[src/rtl/axil_mem_pkg.sv]
// Shared widths, memory map, enums and channel structs; imported by every data memory module
`default_nettype none

package axil_mem_pkg;

  // ------------------------------
  // Bus widths
  // ------------------------------
  localparam int AXIL_ADDR_W = 32;
  localparam int AXIL_DATA_W = 64;
  localparam int AXIL_STRB_W = AXIL_DATA_W / 8;
  localparam int AXIL_PROT_W = 3;

  // ------------------------------
  // Memory map
  // ------------------------------
  localparam int MEM_WORDS  = 256;
  localparam int MEM_IDX_W  = $clog2(MEM_WORDS);
  // Byte offset bits inside one 64-bit word
  localparam int BYTE_OFF_W = $clog2(AXIL_STRB_W);

  localparam logic [AXIL_ADDR_W-1:0] MEM_BASE = 32'h8000_0000;
  // First byte past the window (2 KiB of SRAM)
  localparam logic [AXIL_ADDR_W-1:0] MEM_END =
    MEM_BASE + AXIL_ADDR_W'(MEM_WORDS * AXIL_STRB_W);
  // Top quarter of the window needs privilege
  localparam logic [AXIL_ADDR_W-1:0] MEM_PRIV_BASE =
    MEM_BASE + AXIL_ADDR_W'((3 * MEM_WORDS * AXIL_STRB_W) / 4);

  // ------------------------------
  // Enums
  // ------------------------------
  typedef enum logic [1:0] {
    OKAY   = 2'b00,
    SLVERR = 2'b10,
    DECERR = 2'b11
  } axil_resp_e;

  typedef enum logic [1:0] {
    WR_IDLE,
    WR_WAIT_DATA,
    WR_RESP
  } wr_state_e;

  typedef enum logic [0:0] {
    RD_IDLE,
    RD_RESP
  } rd_state_e;

  // ------------------------------
  // Channel structs
  // ------------------------------
  // AW and AR payload
  typedef struct packed {
    logic [AXIL_ADDR_W-1:0] addr;
    logic [AXIL_PROT_W-1:0] prot;
  } axil_req_t;

  // W payload
  typedef struct packed {
    logic [AXIL_DATA_W-1:0] data;
    logic [AXIL_STRB_W-1:0] strb;
  } axil_wbeat_t;

  // Decoded word index plus the response it earns
  typedef struct packed {
    logic [MEM_IDX_W-1:0] idx;
    axil_resp_e           resp;
  } addr_dec_t;

endpackage

`default_nettype wire

[src/rtl/axil_addr_check.sv]
// Combinational address decode; maps an AW/AR request to an SRAM word index and an AXI response
`timescale 1ns/1ps
`default_nettype none

module axil_addr_check import axil_mem_pkg::*; (
  input  wire axil_req_t i_req,
  output addr_dec_t      o_dec
);

  logic in_window;
  logic in_priv;
  logic priv_ok;

  // Window is [MEM_BASE, MEM_END)
  assign in_window = (i_req.addr >= MEM_BASE) && (i_req.addr < MEM_END);

  // Only meaningful inside the window
  assign in_priv = (i_req.addr >= MEM_PRIV_BASE);

  // prot[0] set means privileged access
  assign priv_ok = i_req.prot[0];

  // ------------------------------
  // Response select
  // ------------------------------
  always_comb begin
    o_dec.idx = i_req.addr[MEM_IDX_W+BYTE_OFF_W-1:BYTE_OFF_W];
    if (!in_window) begin
      o_dec.resp = DECERR;
    end else if (in_priv && !priv_ok) begin
      o_dec.resp = SLVERR;
    end else begin
      o_dec.resp = OKAY;
    end
  end

endmodule

`default_nettype wire

[config.mk]
export PLATFORM = sky130hd
export DESIGN_NAME = axil_addr_check
export DESIGN_NICKNAME = d
export VERILOG_FILES = /design/src/rtl/axil_mem_pkg.sv /design/src/rtl/axil_addr_check.sv
export SDC_FILE = /design/constraint.sdc
export NUM_CORES = 1
export LEC_CHECK = 0
export ABC_AREA = 1
export BUFFER_PORTS_ARGS = -buffer_cell sky130_fd_sc_hd__buf_2
export CORE_AREA = 4 4 41 43
export DETAILED_ROUTE_END_ITERATION = 10
export DIE_AREA = 0 0 45 47
export MAX_ROUTING_LAYER = met4
export PLACE_DENSITY = 0.62
export SLEW_MARGIN = 15
export SYNTH_ARGS = -nofsm -noshare
export SYNTH_HDL_FRONTEND = slang
export SYNTH_SLANG_ARGS = --single-unit
[constraint.sdc]
create_clock -name vclk -period 1.1
set_input_delay 0.22 -clock vclk [all_inputs]
set_output_delay 0.22 -clock vclk [all_outputs]
set_load 0.02 [all_outputs]
Yosys cells after proc, flatten, opt, wreduce, memory -nomap -nowiden:

Index checks and enable logic that the tools add are counted.

* output and inout bits: 10
* word-level logic and storage cells: 8
* input bits: 35
* register bits: 0

* magnitude comparators: 3
* mux-type cells: 2
* reductions and logical operators: 3

Operators by type and width (count)
* $ge A32 B32 Y1 const B: 2
* $lt A32 B32 Y1 const B: 1
* $mux W2: 2
* $logic_and A1 B1 Y1: 2
* $logic_not A1 Y1: 1

Longest topological paths before layout:

* depth in word-level cells: 4
* mapped depth: 7
* depth with buffers taken out: 7

Least setup slack after synthesis:

No wires, ideal clock.

* path kind: input -> output
* from: input port i_req[17] (netlist name)
* to: output port o_dec[1] (netlist name)
* path slack: 81 ps
* data required time: 880 ps
* data arrival time: 799 ps
* path buffers: 0
* stages: 5
* cell sequence: or2_0 -> nor2_1 -> nand2_1 -> nor2_2 -> nand2_1

RTL lines
* start: declaration: RTL line axil_addr_check.sv:6 `input wire axil_req_t i_req,`
* end: declaration: RTL line axil_addr_check.sv:7 `output addr_dec_t o_dec`

==> flow_summary_export.csv <==
group,metric,value,unit
timing,relSlewSlack,92.6,%
critical_path,worst_setup_path_start_kind,"primary input",
global_routing,grt_first_pass_wirelength,676,um
hold_path,holdPathEnd,"o_dec[2]",
drt,drc_errors,0,
drt,drt-initial-drc-count,1,
final_layout,clkbuf_count,0,
timing,rsz0062_at_grt,"yes",
floorplanning,start_util,13.8,%
critical_path,cp_cell_sequence,"buf_6 -> or2_0 -> nor2_1 -> nand2_1 -> nor2_2 -> nand2_1 -> buf_6",
global_routing,grt_max_degree,3,
timing,timing.final.crit_share,110,%
critical_path,crit_family,"simple AND/OR/NAND/NOR gates",
placement,place_hpwl,483,um
power_and_ir_drop,p_per_area,233,nW/um2
timing,finalMaxSlewViolations,0,
power_and_ir_drop,ir_worst_vdd,0.0421,mV
global_routing,grtUsageTotal,4.31,%
timing,finalSetupTns,-0.198,ns
floorplanning,row_count,13,
critical_path,crit_arrival,0.98,ns
placement,dpl_cell_area,279,um2
logic_synthesis,synthDistinctLibCells,7,
clocking,cts_setup_buffers,0,
timing,setup_violations,2,
floorplanning,die_h,47,um
floorplanning,dieArea,2120,um2
logic_synthesis,syn_area_per_cell,5.00,um2
drt,num_vias,250,
final_layout,nets,93,
clocking,cts_hold_buf,0,
final_layout,drive_gt1_share,66.1,%
final_layout,fillers,162,
hold_path,worstHoldPathCells,0,
logic_synthesis,ys_warn_count,0,
power_and_ir_drop,finalPower,0.0000730,W
drt,post_drt_wl_per_cell,7.85,um
drt,drtAntennaViolNets,0,
critical_path,crit_buf_inv,2,
power_and_ir_drop,leakagePower,0.156,nW
run,drv_cap,0,
final_layout,stdcell_area,313,um2
hold_path,hold_start,"i_req[6]",
placement,io_buffer_count,28,
logic_synthesis,syn_area,180,um2
final_layout,final_core_util,24.0,%
timing,min_period,1.20,ns
run_status,violations,"negative setup slack",
drt,drt-total-wl,557,um
timing,worst_pin_slew,0.110,ns
timing,finalHoldViolations,0,
logic_synthesis,yosysSeqAreaShare,0,%
final_layout,num_antenna_cells,0,
critical_path,worst_ep_required_time,0.88,ns
final_layout,regArea,0,um2
drt,first_pass_iters,4,
critical_path,crit_slowest_cell,"or2_0",
critical_path,cp-end-kind,"output pin",
run_status,status,"finished with violations",
critical_path,cp_slowest_stage_delay,0.20,ns
placement,gp_congestion,0.658,
final_layout,flops_and_latches,0,
drt,viasPerCell,3.52,
timing,fmaxAchievable,0.830,GHz
global_routing,grt_pass1_vias,191,
global_routing,grt_antenna_before_repair,0,
critical_path,critPathMaxFanout,2,
logic_synthesis,synth_cells,36,
final_layout,area.growth.synth_to_final,73.6,%
critical_path,path_class,"primary input to output pin",
hold_path,min-delay-path-class,"primary input to output pin",
floorplanning,die_width,45,um
timing,setup_slack,-0.105,ns
global_routing,grt_overflow,0,
logic_synthesis,synth_fp_nets,71,
floorplanning,core_area,1300,um2
floorplanning,io_pins,45,
## through the flow
step / worst slack (ns) / instances / hold WS (ns)
2_1_floorplan: 0.0809 / 36 / 0.553
3_3_place_gp: -0.125 / 71 / 0.440
3_5_place_dp: -0.137 / 71 / 0.440
4_1_cts: -0.103 / 71 / 0.440
5_1_grt: -0.203 / 71 / 0.440
6_report: -0.105 / 71 / 0.440
## report_power, final
group | switching, W | total [W] | internal, W
Combinational | 0.0000294 | 0.0000730 | 0.0000436
Clock | 0 | 0 | 0
Sequential | 0 | 0 | 0
## timing repair
action                                  in CTS  in global routing
endpoints found under the setup margin       2                  2
resized for setup                            4                  8
pin swaps                                    2                  7
## cells in the mapped netlist, drive strengths merged
cell type | number | area, um2
buf | 8 | 60.1
or2 | 1 | 6.26
nand3b | 2 | 15.0
nor2 | 14 | 57.6
inv | 4 | 15.0
nand2 | 7 | 26.3
## per-layer routing
layer	global-route usage, %	wire length (um)
met3	0	98
met5	-	0
met4	0.585	2
met1	3.60	158
met2	10.2	297
## area by class of cell
cell class	instances	area (um2)	share of cell area (%)
well taps	15	18.8	6.00
inverters	4	15.0	4.80
repair buffers	28	159	50.8
multi-input cells	24	120	38.4
## worst max-delay path by stage
stage / start / to / slack [ns] / cells after the start
after global placement: i_req[17] / o_dec[1] / -0.13 / 7
final: i_req[17] / o_dec[1] / -0.10 / 7
after detailed placement: i_req[23] / o_dec[1] / -0.14 / 8
after global routing: i_req[17] / o_dec[1] / -0.20 / 7
after CTS: i_req[17] / o_dec[1] / -0.10 / 7
after floorplan: i_req[17] / o_dec[1] / 0.08 / 5
## cells in the final DEF (no fill, tap or decap), drive strengths merged
| master | instances |
|---|---|
| nor2 | 14 |
| nand2 | 7 |
| nand3b | 2 |
| or2 | 1 |
| buf | 28 |
| inv | 4 |
## logic make-up (layout without fill, tap and decap cells)
logic type	after synthesis	count (layout)	synth area share [%]
and+or+nand+nor	24	24	58.3
buffers and inverters	12	32	41.7
(Power assumes the default switching activity.)
