--- src/rtl/axil_mem_pkg.sv ---
// Shared widths, memory map, enums and channel structs; imported by every data memory module
`default_nettype none

package axil_mem_pkg;

  // ------------------------------
  // Bus widths
  // ------------------------------
  localparam int AXIL_ADDR_W = 32;
  localparam int AXIL_DATA_W = 64;
  localparam int AXIL_STRB_W = AXIL_DATA_W / 8;
  localparam int AXIL_PROT_W = 3;

  // ------------------------------
  // Memory map
  // ------------------------------
  localparam int MEM_WORDS  = 256;
  localparam int MEM_IDX_W  = $clog2(MEM_WORDS);
  // Byte offset bits inside one 64-bit word
  localparam int BYTE_OFF_W = $clog2(AXIL_STRB_W);

  localparam logic [AXIL_ADDR_W-1:0] MEM_BASE = 32'h8000_0000;
  // First byte past the window (2 KiB of SRAM)
  localparam logic [AXIL_ADDR_W-1:0] MEM_END =
    MEM_BASE + AXIL_ADDR_W'(MEM_WORDS * AXIL_STRB_W);
  // Top quarter of the window needs privilege
  localparam logic [AXIL_ADDR_W-1:0] MEM_PRIV_BASE =
    MEM_BASE + AXIL_ADDR_W'((3 * MEM_WORDS * AXIL_STRB_W) / 4);

  // ------------------------------
  // Enums
  // ------------------------------
  typedef enum logic [1:0] {
    OKAY   = 2'b00,
    SLVERR = 2'b10,
    DECERR = 2'b11
  } axil_resp_e;

  typedef enum logic [1:0] {
    WR_IDLE,
    WR_WAIT_DATA,
    WR_RESP
  } wr_state_e;

  typedef enum logic [0:0] {
    RD_IDLE,
    RD_RESP
  } rd_state_e;

  // ------------------------------
  // Channel structs
  // ------------------------------
  // AW and AR payload
  typedef struct packed {
    logic [AXIL_ADDR_W-1:0] addr;
    logic [AXIL_PROT_W-1:0] prot;
  } axil_req_t;

  // W payload
  typedef struct packed {
    logic [AXIL_DATA_W-1:0] data;
    logic [AXIL_STRB_W-1:0] strb;
  } axil_wbeat_t;

  // Decoded word index plus the response it earns
  typedef struct packed {
    logic [MEM_IDX_W-1:0] idx;
    axil_resp_e           resp;
  } addr_dec_t;

endpackage

`default_nettype wire

--- src/rtl/axil_mem_ctrl.sv ---
// AXI4-Lite write and read channel FSMs; drive handshakes, responses and the SRAM bank controls
`timescale 1ns/1ps
`default_nettype none

module axil_mem_ctrl import axil_mem_pkg::*; (
  input  wire logic                 i_aclk,
  input  wire logic                 i_rst,
  // Handshake inputs from the master
  input  wire logic                 i_awvalid,
  input  wire logic                 i_wvalid,
  input  wire logic                 i_bready,
  input  wire logic                 i_arvalid,
  input  wire logic                 i_rready,
  // Decode results from the two checkers
  input  wire addr_dec_t            i_wr_dec,
  input  wire addr_dec_t            i_rd_dec,
  // Handshake outputs
  output logic                      o_awready,
  output logic                      o_wready,
  output logic                      o_bvalid,
  output logic                      o_arready,
  output logic                      o_rvalid,
  output axil_resp_e                o_bresp,
  output axil_resp_e                o_rresp,
  // SRAM bank controls
  output logic                      o_wr_en,
  output logic      [MEM_IDX_W-1:0] o_wr_idx,
  output logic                      o_rd_en,
  output logic                      o_rd_zero
);

  wr_state_e  wr_state_q;
  wr_state_e  wr_state_d;
  rd_state_e  rd_state_q;
  rd_state_e  rd_state_d;
  addr_dec_t  wr_dec_q;
  axil_resp_e rd_resp_q;

  logic aw_fire;
  logic w_fire;
  logic b_fire;
  logic ar_fire;
  logic r_fire;

  assign aw_fire = i_awvalid & o_awready;
  assign w_fire  = i_wvalid  & o_wready;
  assign b_fire  = o_bvalid  & i_bready;
  assign ar_fire = i_arvalid & o_arready;
  assign r_fire  = o_rvalid  & i_rready;

  // ------------------------------
  // Write channel
  // ------------------------------
  assign o_awready = (wr_state_q == WR_IDLE);
  assign o_wready  = (wr_state_q == WR_WAIT_DATA);
  assign o_bvalid  = (wr_state_q == WR_RESP);
  assign o_bresp   = wr_dec_q.resp;

  // Memory is written on the W beat, at the index latched with AW
  assign o_wr_en  = w_fire && (wr_dec_q.resp == OKAY);
  assign o_wr_idx = wr_dec_q.idx;

  always_comb begin
    wr_state_d = wr_state_q;
    unique case (wr_state_q)
      WR_IDLE: begin
        if (aw_fire) begin
          wr_state_d = WR_WAIT_DATA;
        end
      end
      WR_WAIT_DATA: begin
        if (w_fire) begin
          wr_state_d = WR_RESP;
        end
      end
      WR_RESP: begin
        if (b_fire) begin
          wr_state_d = WR_IDLE;
        end
      end
      default: wr_state_d = WR_IDLE;
    endcase
  end

  always_ff @(posedge i_aclk) begin
    if (i_rst) begin
      wr_state_q <= WR_IDLE;
    end else begin
      wr_state_q <= wr_state_d;
    end
  end

  // Decode held through data and response phases
  always_ff @(posedge i_aclk) begin
    if (aw_fire) begin
      wr_dec_q <= i_wr_dec;
    end
  end

  // ------------------------------
  // Read channel
  // ------------------------------
  assign o_arready = (rd_state_q == RD_IDLE);
  assign o_rvalid  = (rd_state_q == RD_RESP);
  assign o_rresp   = rd_resp_q;

  // Bank loads on AR fire; refused reads load zero
  assign o_rd_en   = ar_fire;
  assign o_rd_zero = (i_rd_dec.resp != OKAY);

  always_comb begin
    rd_state_d = rd_state_q;
    unique case (rd_state_q)
      RD_IDLE: begin
        if (ar_fire) begin
          rd_state_d = RD_RESP;
        end
      end
      RD_RESP: begin
        if (r_fire) begin
          rd_state_d = RD_IDLE;
        end
      end
      default: rd_state_d = RD_IDLE;
    endcase
  end

  always_ff @(posedge i_aclk) begin
    if (i_rst) begin
      rd_state_q <= RD_IDLE;
    end else begin
      rd_state_q <= rd_state_d;
    end
  end

  always_ff @(posedge i_aclk) begin
    if (ar_fire) begin
      rd_resp_q <= i_rd_dec.resp;
    end
  end

endmodule

`default_nettype wire

--- config.mk ---
export PLATFORM = sky130hd
export DESIGN_NAME = axil_mem_ctrl
export DESIGN_NICKNAME = d
export VERILOG_FILES = /design/src/rtl/axil_mem_pkg.sv /design/src/rtl/axil_mem_ctrl.sv
export SDC_FILE = /design/constraint.sdc
export NUM_CORES = 1
export LEC_CHECK = 0
export ABC_AREA = 1
export CAP_MARGIN = 20
export CORE_AREA = 4 4 41 43
export DETAILED_ROUTE_END_ITERATION = 6
export DIE_AREA = 0 0 45 47
export DONT_BUFFER_PORTS = 1
export PLACE_DENSITY_LB_ADDON = 0.2
export RECOVER_POWER = 25
export SLEW_MARGIN = 20
export SYNTH_ARGS = -nofsm -noshare
export SYNTH_HDL_FRONTEND = slang
export SYNTH_SLANG_ARGS = --single-unit
--- constraint.sdc ---
create_clock -name i_aclk -period 2.4 [get_ports i_aclk]
set_clock_uncertainty 0.05 [all_clocks]
set_input_delay 0.24 -clock i_aclk [delete_from_list [all_inputs] [get_ports i_aclk]]
set_output_delay 0.24 -clock i_aclk [all_outputs]
set_load 0.1 [all_outputs]
# ---- Word-level counts from Yosys, hierarchy flattened
# Index checks and enable logic that the tools add are counted.
dict set report totals {
  input_bits 27
  word_cells 28
  out_inout_bits 20
  regBits 15
}
dict set report op_classes {
  n_bitwise 6
  mux 7
  n_reduce_logical 5
  n_eq_ne 5
}
# operator n
set ops {}
lappend ops {{two-way mux 2 bit} 3}
lappend ops {{!= test 2 x 1 -> 1 bit (second input constant)} 3}
lappend ops {{case mux 2 bit (3 select lines)} 1}
lappend ops {{bitwise AND 1 bit} 5}
lappend ops {{logical NOT 2 bit} 2}
lappend ops {{AND reduction 3 bit} 1}
lappend ops {{== test 2 x 1 -> 1 bit (second input constant)} 1}
lappend ops {{== test 2 bit (second input constant)} 1}
lappend ops {{two-way mux 1 bit} 2}
lappend ops {{case mux 1 bit (2 select lines)} 1}
lappend ops {{nonzero test 2 bit} 1}
lappend ops {{logical AND 1 bit} 1}
lappend ops {{NOT 1 bit} 1}

# ---- Longest topological paths before layout
dict set report depth {
  word_depth 4
  ltp_mapped 3
}

# ---- Least setup slack after synthesis
# Ideal clock, no wire load.
dict set report synth_path {
  kind {reg2out}
  from {reg wr_dec_q (netlist bit o_bresp[0])}
  to {out o_wr_en}
  path_buffers 0
  stages_incl_launch_ff 2
  arrival_time_ns 2.990
  required_ns 2.110
  slack_ns -0.880
  path_cell_list {edfxtp_1 nor3_1}
}
dict set report synth_via {
  elab_chain_len 2
}
# element line
set synth_lines {}
lappend synth_lines {{start: declaration} axil_mem_ctrl.sv:36} ;# addr_dec_t wr_dec_q;
lappend synth_lines {{start signal: assignment} axil_mem_ctrl.sv:96} ;# wr_dec_q <= i_wr_dec;
lappend synth_lines {{logical NOT 2 bit} axil_mem_ctrl.sv:60} ;# assign o_wr_en = w_fire && (wr_dec_q.resp == OKAY);
lappend synth_lines {{logical AND 1 bit} axil_mem_ctrl.sv:60}
lappend synth_lines {{end: declaration} axil_mem_ctrl.sv:26} ;# output logic o_wr_en,
# No other way between the ends.

# ---- Worst setup path in the final report
dict set report layout_path {
  from {reg wr_state_q[1]}
  to {out o_wr_en}
}
dict set report layout_via {
  elab_chain_len 3
}
# element line
set layout_lines {}
lappend layout_lines {{start: declaration} axil_mem_ctrl.sv:32} ;# wr_state_e wr_state_q;
lappend layout_lines {{start signal: assignment} axil_mem_ctrl.sv:89} ;# wr_state_q <= wr_state_d;
lappend layout_lines {{== test 2 x 1 -> 1 bit} axil_mem_ctrl.sv:55} ;# assign o_wready = (wr_state_q == WR_WAIT_DATA);
lappend layout_lines {{bitwise AND 1 bit} axil_mem_ctrl.sv:46} ;# assign w_fire = i_wvalid & o_wready;
lappend layout_lines {{logical AND 1 bit} axil_mem_ctrl.sv:60}
# No other way between the ends.

==> summary.md <==
| Metric | Value |
|---|---|
| Crit. End Element | output port |
| Clock latency on the worst-skew pair | 280 ps |
| Crit Path Category | flip-flop to output port |
| Core ar. | 1300 um^2 |
| DRC | 0 |
| Grt total ovfl | 0 |
| Die X | 45 um |
| Max Root-Sink Buffers | 2 |
| Most common cell in the netlist | edfxtp_1 |
| Leakage | 0.000306 uW |
| Final worst-path cycle share | 68.0% |
| First-pass GRT wire length | 1730 um |
| Initial DRC count | 6 |
| Worst R2R Setup Slack | 1140 ps |
| Switching Fraction | 40.1% |
| Largest net degree at the start of global routing | 11 |
| Adder-Cell Fraction of Synth Area | 0% |
| P per Cell Area | 852 nW/um^2 |
| Crit Path Max Fanout | 4 |
| Tmin final | 1630 ps |
| I/O Buffers | 0 |
| Root buffer cell | clkbuf_4 |
| Syn_area_per_cell | 14.9 um^2 |
| Placer's final routability congestion estimate | 0.648 |
| Final #Nets | 89 |
| Post-Route Setup TNS | 0 ps |
| Aggregate routed wire length | 1130 um |
| Vias in the first global route | 430 |
| Asr flop ratio synth | 0% |
| Post-synth top flop | edfxtp_1 |
| Clock sinks | 15 |
| Std cell rows | 13 |
| Mapped Area | 520 um^2 |
| Total number of vias | 371 |
| Rel. slew slack | 39.9% |
| Die H | 47 um |
| CTS tree | built |
| Number of distinct library cells after synthesis | 13 |
| Ys Warns | 0 |
| Filler cells | 117 |
| Worst min path class | primary input to flip-flop |
| Largest cells by area after synthesis | edfxtp_1 69%, dfxtp_1 12%, inv_1 4.3%, nand3b_1 2.9%, a21oi_1 1.9% |
| Seq/Total Area, Yosys | 80.8% |
| Initial Utilization | 40.0% |
| First drt pass iteration count | 4 |
| Total CTS buffers | 3 |
| Mapped Nets | 62 |
| Final worst slack | 768 ps |
| Internal power | 400 uW |
| Reg power frac | 58.8% |
| Placed wire-length estimate | 842 um |
| Layout cells sized above 1 | 34.4% |
| Mux share of post-synthesis cell area | 0% |
| Max-cap violations | 0 |
| Seq cells post-synth | 15 |
| Status | completed |
| Placed insts | 59 |
| RSZ-0062 raised after global routing | no |
| Fmax | 613 MHz |
| Clock Power Share | 20.7% |
| Post-synth EDFFs | 12 |
| Routed wire per std cell | 14.9 um |
| Hold Fails Final Rpt | 0 |
| H-Tree Depth | 1 |
| Synth top area share | 69.2% |
| Ant. Diodes | 0 |
| Syn-to-layout area delta | 50.7% |
| Antenna Nets Post-Route | 0 |
| Clock Pin Slew Worst Setup and Hold Paths | 90 ps |
| Commonest cells in the netlist | 12 x edfxtp_1, 6 x inv_1, 3 x dfxtp_1 |
| Synth Area in XOR/XNOR | 0% |
| Main combinational cell family by area after synthesis | simple AND/OR/NAND/NOR gates |
| Final setup viols | 0 |
| Max VDD drop | 0.395 mV |
| Tot Pwr | 668 uW |
| Area taken by multi-input logic gates | 93.8 um^2 |
| Hold Slack | 64.8 ps |
| Post-Synthesis Cells | 35 |
| Final Max Tran Viols | 0 |
| Final Non-Filler Cells | 76 |
| Total track usage | 12.0% |
| Cell taking the most area after synthesis | edfxtp_1 |
| Synth Area in Compound Gates | 3.61% |
| Critical Path RT | 2110 ps |
| CP Launch Type | flip-flop |
| Arrival @ worst endpoint | 1340 ps |
| Post-Place Setup Slack | 1060 ps |
| Comb pwr share | 20.5% |
| Register area | 422 um^2 |
| Full die area | 2120 um^2 |
| Ports | 47 |
| Synth Area in Simple Gates | 11.3% |
| Routed vias/inst | 4.88 |
| Worst slew pin tran | 904 ps |
| Sw power | 268 uW |
| Initial antenna violation count | 0 |
## layout by cell type (no fill, tap or decap), types with 2 or more instances in the layout
cell type | Yosys | layout
nand2_1 | 2 | 2
clkbuf_4 | 0 | 3
nor2_2 | 1 | 3
dfxtp_1 | 3 | 2
a21oi_1 | 2 | 2
inv_1 | 6 | 5
dlygate4sd3_1 | 0 | 13
buf_4 | 0 | 9
edfxtp_1 | 12 | 12
nand3b_1 | 2 | 2
## routing by layer
metal	up-vias	share of wire [%]	track usage [%]
li1	171	-	-
met1	177	29	7.06
met2	23	59	27.1
met3	0	12	5.36
met4	0	0	5.26
met5	-	0	0
## critical path, cell delays in order (launching register included)
cell and delay [ps]:
dfxtp_1 360, inv_1 130, nand3_1 150, nor3_4 130, buf_4 300
## flip-flops by register name, indices dropped and copies added, names as in the netlist
signal and count:
o_wr_idx 8, o_rvalid 1, o_bresp 2, wr_state_q 2, o_rresp 2
## metrics by stage
stage / utilization [%] / area [um^2]
after global placement: 48.3 / 628
after global routing: 60.3 / 785
after CTS: 60.3 / 785
after floorplan: - / 531
after detailed placement: 48.3 / 628
final: 60.3 / 785
## final cells by class
cell class,instances,share of cell area [%]
Sequential cell,15,53.7
Timing Repair Buffer,22,25.2
Multi-Input combinational cell,14,12.0
Clock buffer,4,3.35
Inverter,6,3.35
Tap cell,15,2.39
## power by group through the flow
stage / registers, uW / clock network [uW] / logic, uW
floorplan: 421 / 0 / 73.9
CTS: 393 / 145 / 138
finish: 393 / 138 / 137
detailed placement: 399 / 0 / 121
global placement: 399 / 0 / 118
global route: 395 / 161 / 143
## cells by family (layout without fill, tap and decap cells)
kind of cell / count (synthesis) / after routing
buffers and inverters: 6 / 32
AO/OA/AOI/OAI: 3 / 3
flip-flops: 15 / 15
AND/OR/NAND/NOR: 11 / 11
## final timing paths
check,start,endpoint,cells after the start
worst max register to register,wr_state_q[1]$_SDFFE_PP0P_,o_wr_idx[3]$_DFFE_PP_,3
worst min register to register,wr_state_q[1]$_SDFFE_PP0P_,wr_state_q[1]$_SDFFE_PP0P_,2
worst min-delay path,i_rready,o_rvalid$_SDFF_PP0_,3
worst max-delay path,wr_state_q[1]$_SDFFE_PP0P_,o_wr_en,4
## timing repair
action | CTS | global route
hold buffers | 13 | 0
setup buffers | 0 | 0
setup endpoints to repair | 0 | 0
resized for setup | 0 | 0
hold endpoints to repair | 15 | 0
No activity file was read; power rests on OpenSTA's default activity.
